File: src/tone_pkg.sv
package tone_pkg;

    typedef logic [17:0] angle_t;           // phase in radians, 14 fractional bits
    typedef logic [17:0] step_t;            // phase increment per sample, below pi
    typedef logic signed [15:0] sample_t;   // signed sine sample, about +-32767

    localparam angle_t PI2 = 18'd25736;     // pi/2 in angle units

    // x start value, cordic gain compensation scaled by 65535
    localparam logic signed [17:0] AG_CONST = 18'sd39796;

    localparam angle_t CORDIC_ATAN [19] = '{
        18'd12868,                          // atan(2^-0)
        18'd7596,                           // atan(2^-1)
        18'd4014,
        18'd2037,
        18'd1023,
        18'd512,
        18'd256,
        18'd128,                            // from here on roughly halving
        18'd64,
        18'd32,
        18'd16,
        18'd8,
        18'd4,
        18'd2,
        18'd1,
        18'd1,                              // 0.5 rounded up
        18'd0,
        18'd0,
        18'd0                               // tail entries below one lsb
    };

    typedef enum logic [1:0] {
        CS_IDLE,                            // waiting for the first update
        CS_INIT,                            // load x, y and the angle accumulator
        CS_COMPUTE,                         // one rotation per cycle
        CS_DONE                             // result valid, ready high
    } cordic_state_t;

endpackage

File: src/phase_sequencer.sv
`timescale 1ns/1ps

module phase_sequencer (
    input  logic              clk,
    input  logic              reset,
    input  logic              enable,
    input  tone_pkg::step_t   tone_step,
    input  logic              ready,
    input  tone_pkg::sample_t sine,
    input  logic              full,
    output logic              update,
    output tone_pkg::angle_t  angle,
    output logic              push,
    output tone_pkg::sample_t push_data
);

    localparam tone_pkg::angle_t FULL_TURN = tone_pkg::angle_t'(4 * tone_pkg::PI2);   // 2*pi

    typedef enum logic {
        SEQ_IDLE,                           // no conversion in flight
        SEQ_BUSY                            // engine working on angle
    } seq_state_t;

    seq_state_t       state;
    tone_pkg::angle_t phase;                // current sample phase
    logic [18:0]      phase_sum;            // one spare bit for the carry
    logic [18:0]      phase_wrap;

    // a new conversion only when the fifo can take its result
    assign update    = (state == SEQ_IDLE) && enable && !full;
    assign push      = (state == SEQ_BUSY) && ready;    // first ready cycle after update
    assign push_data = sine;
    assign angle     = phase;               // held until the result is pushed

    assign phase_sum  = {1'b0, phase} + {1'b0, tone_step};
    assign phase_wrap = (phase_sum >= {1'b0, FULL_TURN}) ? phase_sum - {1'b0, FULL_TURN}
                                                         : phase_sum;

    always_ff @(posedge clk) begin
        if (reset) begin
            state <= SEQ_IDLE;
            phase <= '0;                    // first sample is sin(0)
        end else begin
            case (state)
                SEQ_IDLE: begin
                    if (update) begin
                        state <= SEQ_BUSY;
                    end
                end
                SEQ_BUSY: begin
                    if (ready) begin        // result taken this cycle
                        state <= SEQ_IDLE;
                        phase <= phase_wrap[17:0];  // tone_step sampled here
                    end
                end
                default: state <= SEQ_IDLE;
            endcase
        end
    end

endmodule

File: src/cordic_sine.sv
`timescale 1ns/1ps

module cordic_sine (
    input  logic              clk,
    input  logic              reset,
    input  logic              update,
    input  tone_pkg::angle_t  angle,
    output logic              ready,
    output tone_pkg::sample_t sine
);

    localparam tone_pkg::angle_t HALF_TURN  = tone_pkg::angle_t'(2 * tone_pkg::PI2);  // pi
    localparam tone_pkg::angle_t THREE_QTR  = tone_pkg::angle_t'(3 * tone_pkg::PI2);  // 3pi/2
    localparam tone_pkg::angle_t FULL_TURN  = tone_pkg::angle_t'(4 * tone_pkg::PI2);  // 2pi
    localparam logic [4:0]       LAST_STEP  = 5'd16;    // 17 rotations, steps 0..16

    tone_pkg::cordic_state_t state;
    tone_pkg::cordic_state_t state_next;
    logic [4:0]              ctr;           // rotation index

    tone_pkg::angle_t   mid_angle;          // input folded below 2pi
    tone_pkg::angle_t   target_angle;       // first quadrant equivalent
    logic [1:0]         quadrant;

    logic signed [17:0] x;
    logic signed [17:0] y;
    logic signed [17:0] cur_angle;          // accumulated rotation, may go negative
    logic signed [17:0] x_shift;
    logic signed [17:0] y_shift;
    logic signed [17:0] atan_step;
    logic signed [17:0] y_out;
    logic               rotate_up;

    // angle is read straight from the port, the sequencer keeps it stable
    always_comb begin
        mid_angle = (angle > FULL_TURN) ? angle - FULL_TURN : angle;
        if (mid_angle > THREE_QTR) begin
            quadrant     = 2'd3;
            target_angle = FULL_TURN - mid_angle;   // mirror about 2pi
        end else if (mid_angle > HALF_TURN) begin
            quadrant     = 2'd2;
            target_angle = mid_angle - HALF_TURN;   // shift back by pi
        end else if (mid_angle > tone_pkg::PI2) begin
            quadrant     = 2'd1;
            target_angle = HALF_TURN - mid_angle;   // mirror about pi/2
        end else begin
            quadrant     = 2'd0;
            target_angle = mid_angle;
        end
    end

    assign x_shift   = x >>> ctr;           // arithmetic shifts keep the sign
    assign y_shift   = y >>> ctr;
    assign atan_step = $signed(tone_pkg::CORDIC_ATAN[ctr]);
    assign rotate_up = $signed(target_angle) > cur_angle;   // steer toward the target

    always_comb begin
        state_next = state;
        case (state)
            tone_pkg::CS_IDLE:    if (update) state_next = tone_pkg::CS_INIT;
            tone_pkg::CS_INIT:    state_next = tone_pkg::CS_COMPUTE;
            tone_pkg::CS_COMPUTE: if (ctr == LAST_STEP) state_next = tone_pkg::CS_DONE;
            tone_pkg::CS_DONE:    if (update) state_next = tone_pkg::CS_INIT;
            default:              state_next = tone_pkg::CS_IDLE;
        endcase
    end

    always_ff @(posedge clk) begin
        if (reset) begin
            state <= tone_pkg::CS_IDLE;
            ctr   <= '0;
        end else begin
            state <= state_next;
            if (state == tone_pkg::CS_INIT) begin
                ctr <= '0;
            end else if (state == tone_pkg::CS_COMPUTE) begin
                ctr <= ctr + 5'd1;
            end
        end
    end

    // rotation datapath, only meaningful from init onward
    always_ff @(posedge clk) begin
        if (state == tone_pkg::CS_INIT) begin
            x         <= tone_pkg::AG_CONST;   // gain compensated cos(0)
            y         <= '0;
            cur_angle <= '0;
        end else if (state == tone_pkg::CS_COMPUTE) begin
            if (rotate_up) begin
                x         <= x - y_shift;
                y         <= y + x_shift;
                cur_angle <= cur_angle + atan_step;
            end else begin
                x         <= x + y_shift;
                y         <= y - x_shift;
                cur_angle <= cur_angle - atan_step;
            end
        end
    end

    // y is about 65535 at full scale, halve it and restore the sign
    assign y_out = (quadrant < 2'd2) ? (y >>> 1) : ((-y) >>> 1);

    assign ready = (state == tone_pkg::CS_DONE);
    assign sine  = ready ? y_out[15:0] : '0;

endmodule

File: src/sample_fifo.sv
`timescale 1ns/1ps

module sample_fifo #(
    parameter int FIFO_DEPTH = 4            // power of two, at least 2
) (
    input  logic              clk,
    input  logic              reset,
    input  logic              push,
    input  tone_pkg::sample_t push_data,
    input  logic              pop,
    output tone_pkg::sample_t pop_data,
    output logic              full,
    output logic              empty
);

    localparam int AW = $clog2(FIFO_DEPTH); // address width

    tone_pkg::sample_t mem [FIFO_DEPTH];    // storage, no reset needed
    logic [AW:0]       wr_ptr;              // msb is the wrap flag
    logic [AW:0]       rd_ptr;
    logic              wr_en;
    logic              rd_en;

    assign wr_en = push && !full;           // drop writes that would overflow
    assign rd_en = pop && !empty;

    // same address, wrap flags differ -> one lap ahead
    assign full  = (wr_ptr[AW] != rd_ptr[AW]) && (wr_ptr[AW-1:0] == rd_ptr[AW-1:0]);
    assign empty = (wr_ptr == rd_ptr);

    assign pop_data = mem[rd_ptr[AW-1:0]];  // show-ahead head entry

    always_ff @(posedge clk) begin
        if (reset) begin
            wr_ptr <= '0;
            rd_ptr <= '0;
        end else begin
            if (wr_en) begin
                wr_ptr <= wr_ptr + 1'b1;
            end
            if (rd_en) begin
                rd_ptr <= rd_ptr + 1'b1;
            end
        end
    end

    always_ff @(posedge clk) begin
        if (wr_en) begin
            mem[wr_ptr[AW-1:0]] <= push_data;
        end
    end

endmodule

File: src/sample_serializer.sv
`timescale 1ns/1ps

module sample_serializer (
    input  logic              clk,
    input  logic              reset,
    input  tone_pkg::sample_t pop_data,
    input  logic              empty,
    input  logic              dac_hold,
    output logic              pop,
    output logic              sdata,
    output logic              sframe
);

    localparam logic [3:0] LAST_BIT = 4'd15;

    typedef enum logic {
        SER_IDLE,                           // between samples
        SER_SHIFT                           // 16 bit cycles
    } ser_state_t;

    ser_state_t        state;
    tone_pkg::sample_t shreg;               // msb goes out first
    logic [3:0]        bit_cnt;

    // hold only blocks the start of a sample, never a running one
    assign pop    = (state == SER_IDLE) && !empty && !dac_hold;
    assign sdata  = (state == SER_SHIFT) && shreg[15];
    assign sframe = (state == SER_SHIFT) && (bit_cnt == 4'd0);  // first bit only

    always_ff @(posedge clk) begin
        if (reset) begin
            state   <= SER_IDLE;
            bit_cnt <= '0;
        end else if (state == SER_IDLE) begin
            if (pop) begin
                state   <= SER_SHIFT;
                bit_cnt <= '0;
            end
        end else begin
            bit_cnt <= bit_cnt + 4'd1;
            if (bit_cnt == LAST_BIT) begin
                state <= SER_IDLE;          // next pop the cycle after bit 16
            end
        end
    end

    always_ff @(posedge clk) begin
        if (pop) begin
            shreg <= pop_data;              // load the fifo head
        end else if (state == SER_SHIFT) begin
            shreg <= {shreg[14:0], 1'b0};
        end
    end

endmodule

File: src/tone_gen_top.sv
`timescale 1ns/1ps

module tone_gen_top #(
    parameter int FIFO_DEPTH = 4            // power of two
) (
    input  logic            clk,
    input  logic            reset,
    input  logic            enable,
    input  tone_pkg::step_t tone_step,
    input  logic            dac_hold,
    output logic            sdata,
    output logic            sframe
);

    logic              update;              // sequencer -> engine strobe
    logic              ready;               // engine result valid
    logic              push;
    logic              pop;
    logic              full;
    logic              empty;
    tone_pkg::angle_t  angle;
    tone_pkg::sample_t sine;
    tone_pkg::sample_t push_data;
    tone_pkg::sample_t pop_data;

    phase_sequencer phase_sequencer_i (
        .clk       (clk),
        .reset     (reset),
        .enable    (enable),
        .tone_step (tone_step),
        .ready     (ready),
        .sine      (sine),
        .full      (full),
        .update    (update),
        .angle     (angle),
        .push      (push),
        .push_data (push_data)
    );

    cordic_sine cordic_sine_i (
        .clk    (clk),
        .reset  (reset),
        .update (update),
        .angle  (angle),
        .ready  (ready),
        .sine   (sine)
    );

    sample_fifo #(
        .FIFO_DEPTH (FIFO_DEPTH)
    ) sample_fifo_i (
        .clk       (clk),
        .reset     (reset),
        .push      (push),
        .push_data (push_data),
        .pop       (pop),
        .pop_data  (pop_data),
        .full      (full),
        .empty     (empty)
    );

    sample_serializer sample_serializer_i (
        .clk      (clk),
        .reset    (reset),
        .pop_data (pop_data),
        .empty    (empty),
        .dac_hold (dac_hold),
        .pop      (pop),
        .sdata    (sdata),
        .sframe   (sframe)
    );

endmodule

File: config.mk
export PLATFORM = sky130hd
export DESIGN_NAME = tone_gen_top
export DESIGN_NICKNAME = d
export VERILOG_FILES = /design/src/tone_pkg.sv /design/src/phase_sequencer.sv /design/src/cordic_sine.sv /design/src/sample_fifo.sv /design/src/sample_serializer.sv /design/src/tone_gen_top.sv
export SDC_FILE = /design/constraint.sdc
export NUM_CORES = 1
export LEC_CHECK = 0
export BUFFER_PORTS_ARGS = -buffer_cell sky130_fd_sc_hd__clkbuf_2
export CAP_MARGIN = 10
export CORE_ASPECT_RATIO = 1.2
export CORE_MARGIN = 2
export CORE_UTILIZATION = 48
export DETAILED_ROUTE_END_ITERATION = 16
export PLACE_DENSITY = 0.61
export REMOVE_ABC_BUFFERS = 1
export SLEW_MARGIN = 20
export SYNTH_ARGS = -nofsm -noshare
export SYNTH_HDL_FRONTEND = slang
export SYNTH_SLANG_ARGS = --single-unit
export TNS_END_PERCENT = 20
File: constraint.sdc
create_clock -name clk -period 8.85 [get_ports clk]
set_input_delay 1.77 -clock clk [delete_from_list [all_inputs] [get_ports clk]]
set_output_delay 1.77 -clock clk [all_outputs]
set_load 0.03 [all_outputs]
==> results.md <==
- Detailed routing placed a total of 21,600 um of wire on met2.
- The cell leakage power is 6.75 nW.
- Routed signal wires occupy layers up through met4.
- The maximum clock frequency is 121 MHz.
- The layout has 3,266 filler cells.
- For this run, asynchronously set or reset flops after synthesis account for 0%.
- Synthesis handed over a netlist of 1,884 instances.
- The post-synthesis xor/xnor area fraction is a little under 7%.
- The die height is a little over 200 um.
- Max-cap violations in this run came to 0.
- The overall routing resource usage is 24.0%.
- The first detailed-routing pass took 8 iterations.
- Routability-driven placement finished with a final weighted congestion of 0.893.
- The placed cell count is 2,280.
- The number of core rows is 74.
- Yosys printed 0 warnings.
- After the flow finishes, the layout carries non-filler instances totaling 2,315.
- Setup repair after global routing left no endpoint under its margin.
- The min-delay analysis places its worst path in the category reg -> reg.
- The arrival time at the worst endpoint is 8.59 ns.
- By area, the combinational part of the netlist is dominated by compound AO/OA/AOI/OAI gates.
- The number of different library cells in the post-synthesis netlist is 103.
- The data required time at the worst endpoint is 9.20 ns.
- The area share of fa/ha/maj cells after synthesis is 9.40%.
- Of the available clock period, the critical path in the final layout requires 93.0%.
- The count of pins over their slew limit came to 0.
- For this run, the leading register cell type out of synthesis is sky130_fd_sc_hd__dfxtp_1.
- The worst-case IR drop observed on VDD is 0.249 mV.
- The number of clock buffers added by TritonCTS is 17.
- Yosys mapped a number of flops with a built-in enable equal to 80.
- Sorting the synthesized cells by area gives the leading types as sky130_fd_sc_hd__edfxtp_1, sky130_fd_sc_hd__dfxtp_1, sky130_fd_sc_hd__ha_1.
- During I/O placement, the number of pins put on the boundary was 24.
- In this run, flip-flops and latches consume between 10% and 20% of the power.
- The initial utilization of the core area, before any placement, comes to between 40% and 50%.
- In the final layout, the share of cells above drive strength 1 is 11.1%.
- The combined area of all synthesized cells is roughly 16,000 sq um.
- Once detail routing completed, the nets flagged for antenna violations numbered 0.
- The detailed-route vias per instance is ~6.2.
- Summing the areas of all compound-gate instances in the mapped netlist gives about a fifth of the synthesized area.
- In this run the cell area measured after placement is approximately 17,000 sq um.
- Net switching is 49.2% of the power.
- Setup violations remaining at the end of the flow were counted as 0.
- The routed layout has roughly 14,000 vias.
- Summing all non-filler instances in the final layout gives an area of 17,500 sq um.
- The simple-gate portion of the synthesized area is 19.0%.
- The placeable core region is 33,900 sq um.
- The top cell type's share of synthesized area is between 10% and 20%.
- Across all register-to-register paths, the minimum setup slack is 0.62 ns.
- The run finished with clean final reports.
- The worst setup path is of the reg -> reg kind.
- The largest fanout on the critical path is 11.
- The share of the Yosys chip area taken by registers is 26.0%.
- The average size of a mapped cell is roughly 8.7 sq um.
- The total of flip-flops plus latches after synthesis is 173.
- The DRC marker count from the first detailed-route iteration is 1,050.
- Hold repair after CTS inserted 0 buffers.
- The CTS H-tree depth is 4.
- Between clock sinks in the finished design, the worst skew comes to 0.0225 ns.
- For the final routed database, the setup TNS stands at 0 ns.
- The CTS tree is built.
- The first global-routing pass estimated between 70,000 and 80,000 um of wire.
- CTS saw 173 sinks.
- In this run, the clock network consumes 11.7% of the power.
- The detailed route wirelength on metal3 is roughly 1600 um.
- The storage element area is 4270 sq um.
- The endpoint class of the critical path is a flop.
- The final hold slack is 0.494 ns.
- The antenna diode instance count is 0.
- The count of input and output buffers is 23.
- The largest net degree at the start of global routing is 69.
- After synthesis, the most frequently instantiated cells are sky130_fd_sc_hd__nor2_1, sky130_fd_sc_hd__a21oi_1, sky130_fd_sc_hd__nand2_1.
- In the synthesized netlist, mux cells make up 13.2% of the area.
- Clock-pin slew was measured on the worst setup and hold paths at 0.09 ns.
- The via count of the first global-routing pass is 13,600.
- The floorplan step defined a die boundary enclosing 35,700 sq um.
- The slew at the pin with the worst max-slew slack is 0.954 ns.
- After detailed routing, the number of remaining DRC violations is 0.
- The relative max-transition margin is about 36%.
- The number of failing hold endpoints at the final stage is 0.
- The die is roughly 170 um wide.
- The later pin in the worst-skew pair is clocked with a latency of 0.46 ns.
- Summing all multi-input logic gate instances after layout gives 11,400 sq um.
- The clock root buffer is sky130_fd_sc_hd__clkbuf_16.
- The power per standard cell area is 392 nW/um^2.
- The combinational cell fraction of total power is 71.0%.
- The critical path startpoint category is a flop.
- The switching power is roughly 3.4 mW.
- The initial antenna violation count is 0.
- The detailed placement HPWL is ~31,000 um.
- For this design, the slowest cell found on the critical path is sky130_fd_sc_hd__o221ai_2.
- For this block, wires on met1 add up to 19,400 um.
- Wires add up to 43,500 um.
- No sink is reached through more buffers than the 2 on the longest clock path.
- The residual overflow from global routing is 0.
- The cell with the most instances after synthesis is sky130_fd_sc_hd__nor2_1.
- The largest total area in the synthesized netlist belongs to sky130_fd_sc_hd__edfxtp_1.
- After detailed routing, the average wire length per cell comes to 18.8 um.
- The smallest clock period supported by the final layout is computed as 8.23 ns.
- The final layout contains 1,989 nets.
- From synthesis to final layout, the design area changed by 6.40%.
- The maximum cell stage delay along the critical path is 0.56 ns.
- The cell-internal power is 3.48 mW.
-- power by group through the flow --
stage | logic (mW) | registers (mW) | clock network (mW)
2_1_floorplan | 3.80 | 1.15 | 0
3_3_place_gp | 4.68 | 1.20 | 0
4_1_cts | 4.78 | 1.18 | 0.821
5_1_grt | 5.43 | 1.21 | 0.856
6_report | 4.87 | 1.19 | 0.803
3_5_place_dp | 4.74 | 1.20 | 0
-- cell type report --
class	count	share of cell area, %
multi-input combinational	1512	65.0
tap	456	3.26
sequential	173	24.4
inverter	97	2.08
clock inverter	15	1.16
timing repair buffer	45	1.67
clock buffer	17	2.43
-- kinds of logic after synthesis --
kind of cell             after synthesis
buffers and inverters                200
adder cells (fa/ha/maj)              121
flip-flops                           173
XOR/XNOR                             129
AO/OA/AOI/OAI                        490
multiplexers                         144
AND/OR/NAND/NOR                      627
-- registers in the layout, summed over array words and instances, names as in the netlist, 4 cells and up, named ones only --
name	cells
phase_sequencer_i.angle	18
sample_serializer_i.shreg	16
sample_serializer_i.bit_cnt	4
cordic_sine_i.y	18
cordic_sine_i.cur_angle	18
cordic_sine_i.x	18
sample_fifo_i.mem	64
cordic_sine_i.ctr	5
-- final timing paths --
check / from / to / cells after the start
setup / recovery: phase_sequencer_i.angle[5] / cordic_sine_i.x[17] / 35
hold / removal: cordic_sine_i.cur_angle[10] / cordic_sine_i.cur_angle[10] / 2
setup reg to reg: phase_sequencer_i.angle[5] / cordic_sine_i.x[17] / 35
hold reg to reg: cordic_sine_i.cur_angle[10] / cordic_sine_i.cur_angle[10] / 2
-- per-layer routing --
metal	vias to the layer above	GRT usage, %
li1	6944	-
met1	6903	30.4
met2	331	43.0
met3	61	3.35
met4	0	6.90
met5	-	0
-- critical path, delay by kind of cell (launching register included) --
kind,cells,cell delay [ns]
simple gates,9,1.81
flops,1,0.53
mux,1,0.33
fa+ha+maj,4,1.07
compound gates,17,3.62
xor+xnor,4,0.72
-- cells in the final DEF (no fill, tap or decap), types with 9 or more instances in the layout --
cell type	n
sky130_fd_sc_hd__or3_1	24
sky130_fd_sc_hd__xnor2_1	77
sky130_fd_sc_hd__nor3_1	48
sky130_fd_sc_hd__o21a_1	19
sky130_fd_sc_hd__or2_2	21
sky130_fd_sc_hd__nand3_1	35
sky130_fd_sc_hd__o21bai_1	19
sky130_fd_sc_hd__a211o_1	9
sky130_fd_sc_hd__mux4_2	42
sky130_fd_sc_hd__a21o_1	24
sky130_fd_sc_hd__mux2i_1	64
sky130_fd_sc_hd__a21boi_0	13
sky130_fd_sc_hd__ha_1	115
sky130_fd_sc_hd__nand2b_1	18
sky130_fd_sc_hd__nand4_1	22
sky130_fd_sc_hd__o2111ai_1	9
sky130_fd_sc_hd__edfxtp_1	80
sky130_fd_sc_hd__xor2_1	51
sky130_fd_sc_hd__inv_1	91
sky130_fd_sc_hd__nor2_1	206
sky130_fd_sc_hd__clkbuf_2	23
sky130_fd_sc_hd__o31ai_1	12
sky130_fd_sc_hd__clkbuf_16	17
sky130_fd_sc_hd__and2_1	35
sky130_fd_sc_hd__o21ai_0	82
sky130_fd_sc_hd__mux4_1	9
sky130_fd_sc_hd__nor4_1	13
sky130_fd_sc_hd__and3_1	10
sky130_fd_sc_hd__buf_4	21
sky130_fd_sc_hd__o22ai_1	11
sky130_fd_sc_hd__o211ai_1	13
sky130_fd_sc_hd__a21oi_1	125
sky130_fd_sc_hd__dfxtp_1	90
sky130_fd_sc_hd__a211oi_1	28
sky130_fd_sc_hd__mux2_2	26
sky130_fd_sc_hd__nor2b_1	26
sky130_fd_sc_hd__a31oi_1	31
sky130_fd_sc_hd__nand2_1	119
-- timing repair --
action                                  4_1_cts  5_1_grt
endpoints found under the hold margin         0        0
endpoints found under the setup margin        0       15
setup buffers                                 0        2
gates resized for setup                       0        5
-- metrics by stage --
step | total power, mW | setup WS, ns | utilization, %
6_report | 6.85 | 0.619 | 51.6
5_1_grt | 7.50 | 0.0125 | 51.6
4_1_cts | 6.78 | 0.344 | 51.4
3_5_place_dp | 5.94 | 0.432 | 49.6
3_3_place_gp | 5.88 | 0.648 | 49.6
2_1_floorplan | 4.95 | -0.157 | -
Note: power is estimated with default switching activity, not from simulation.
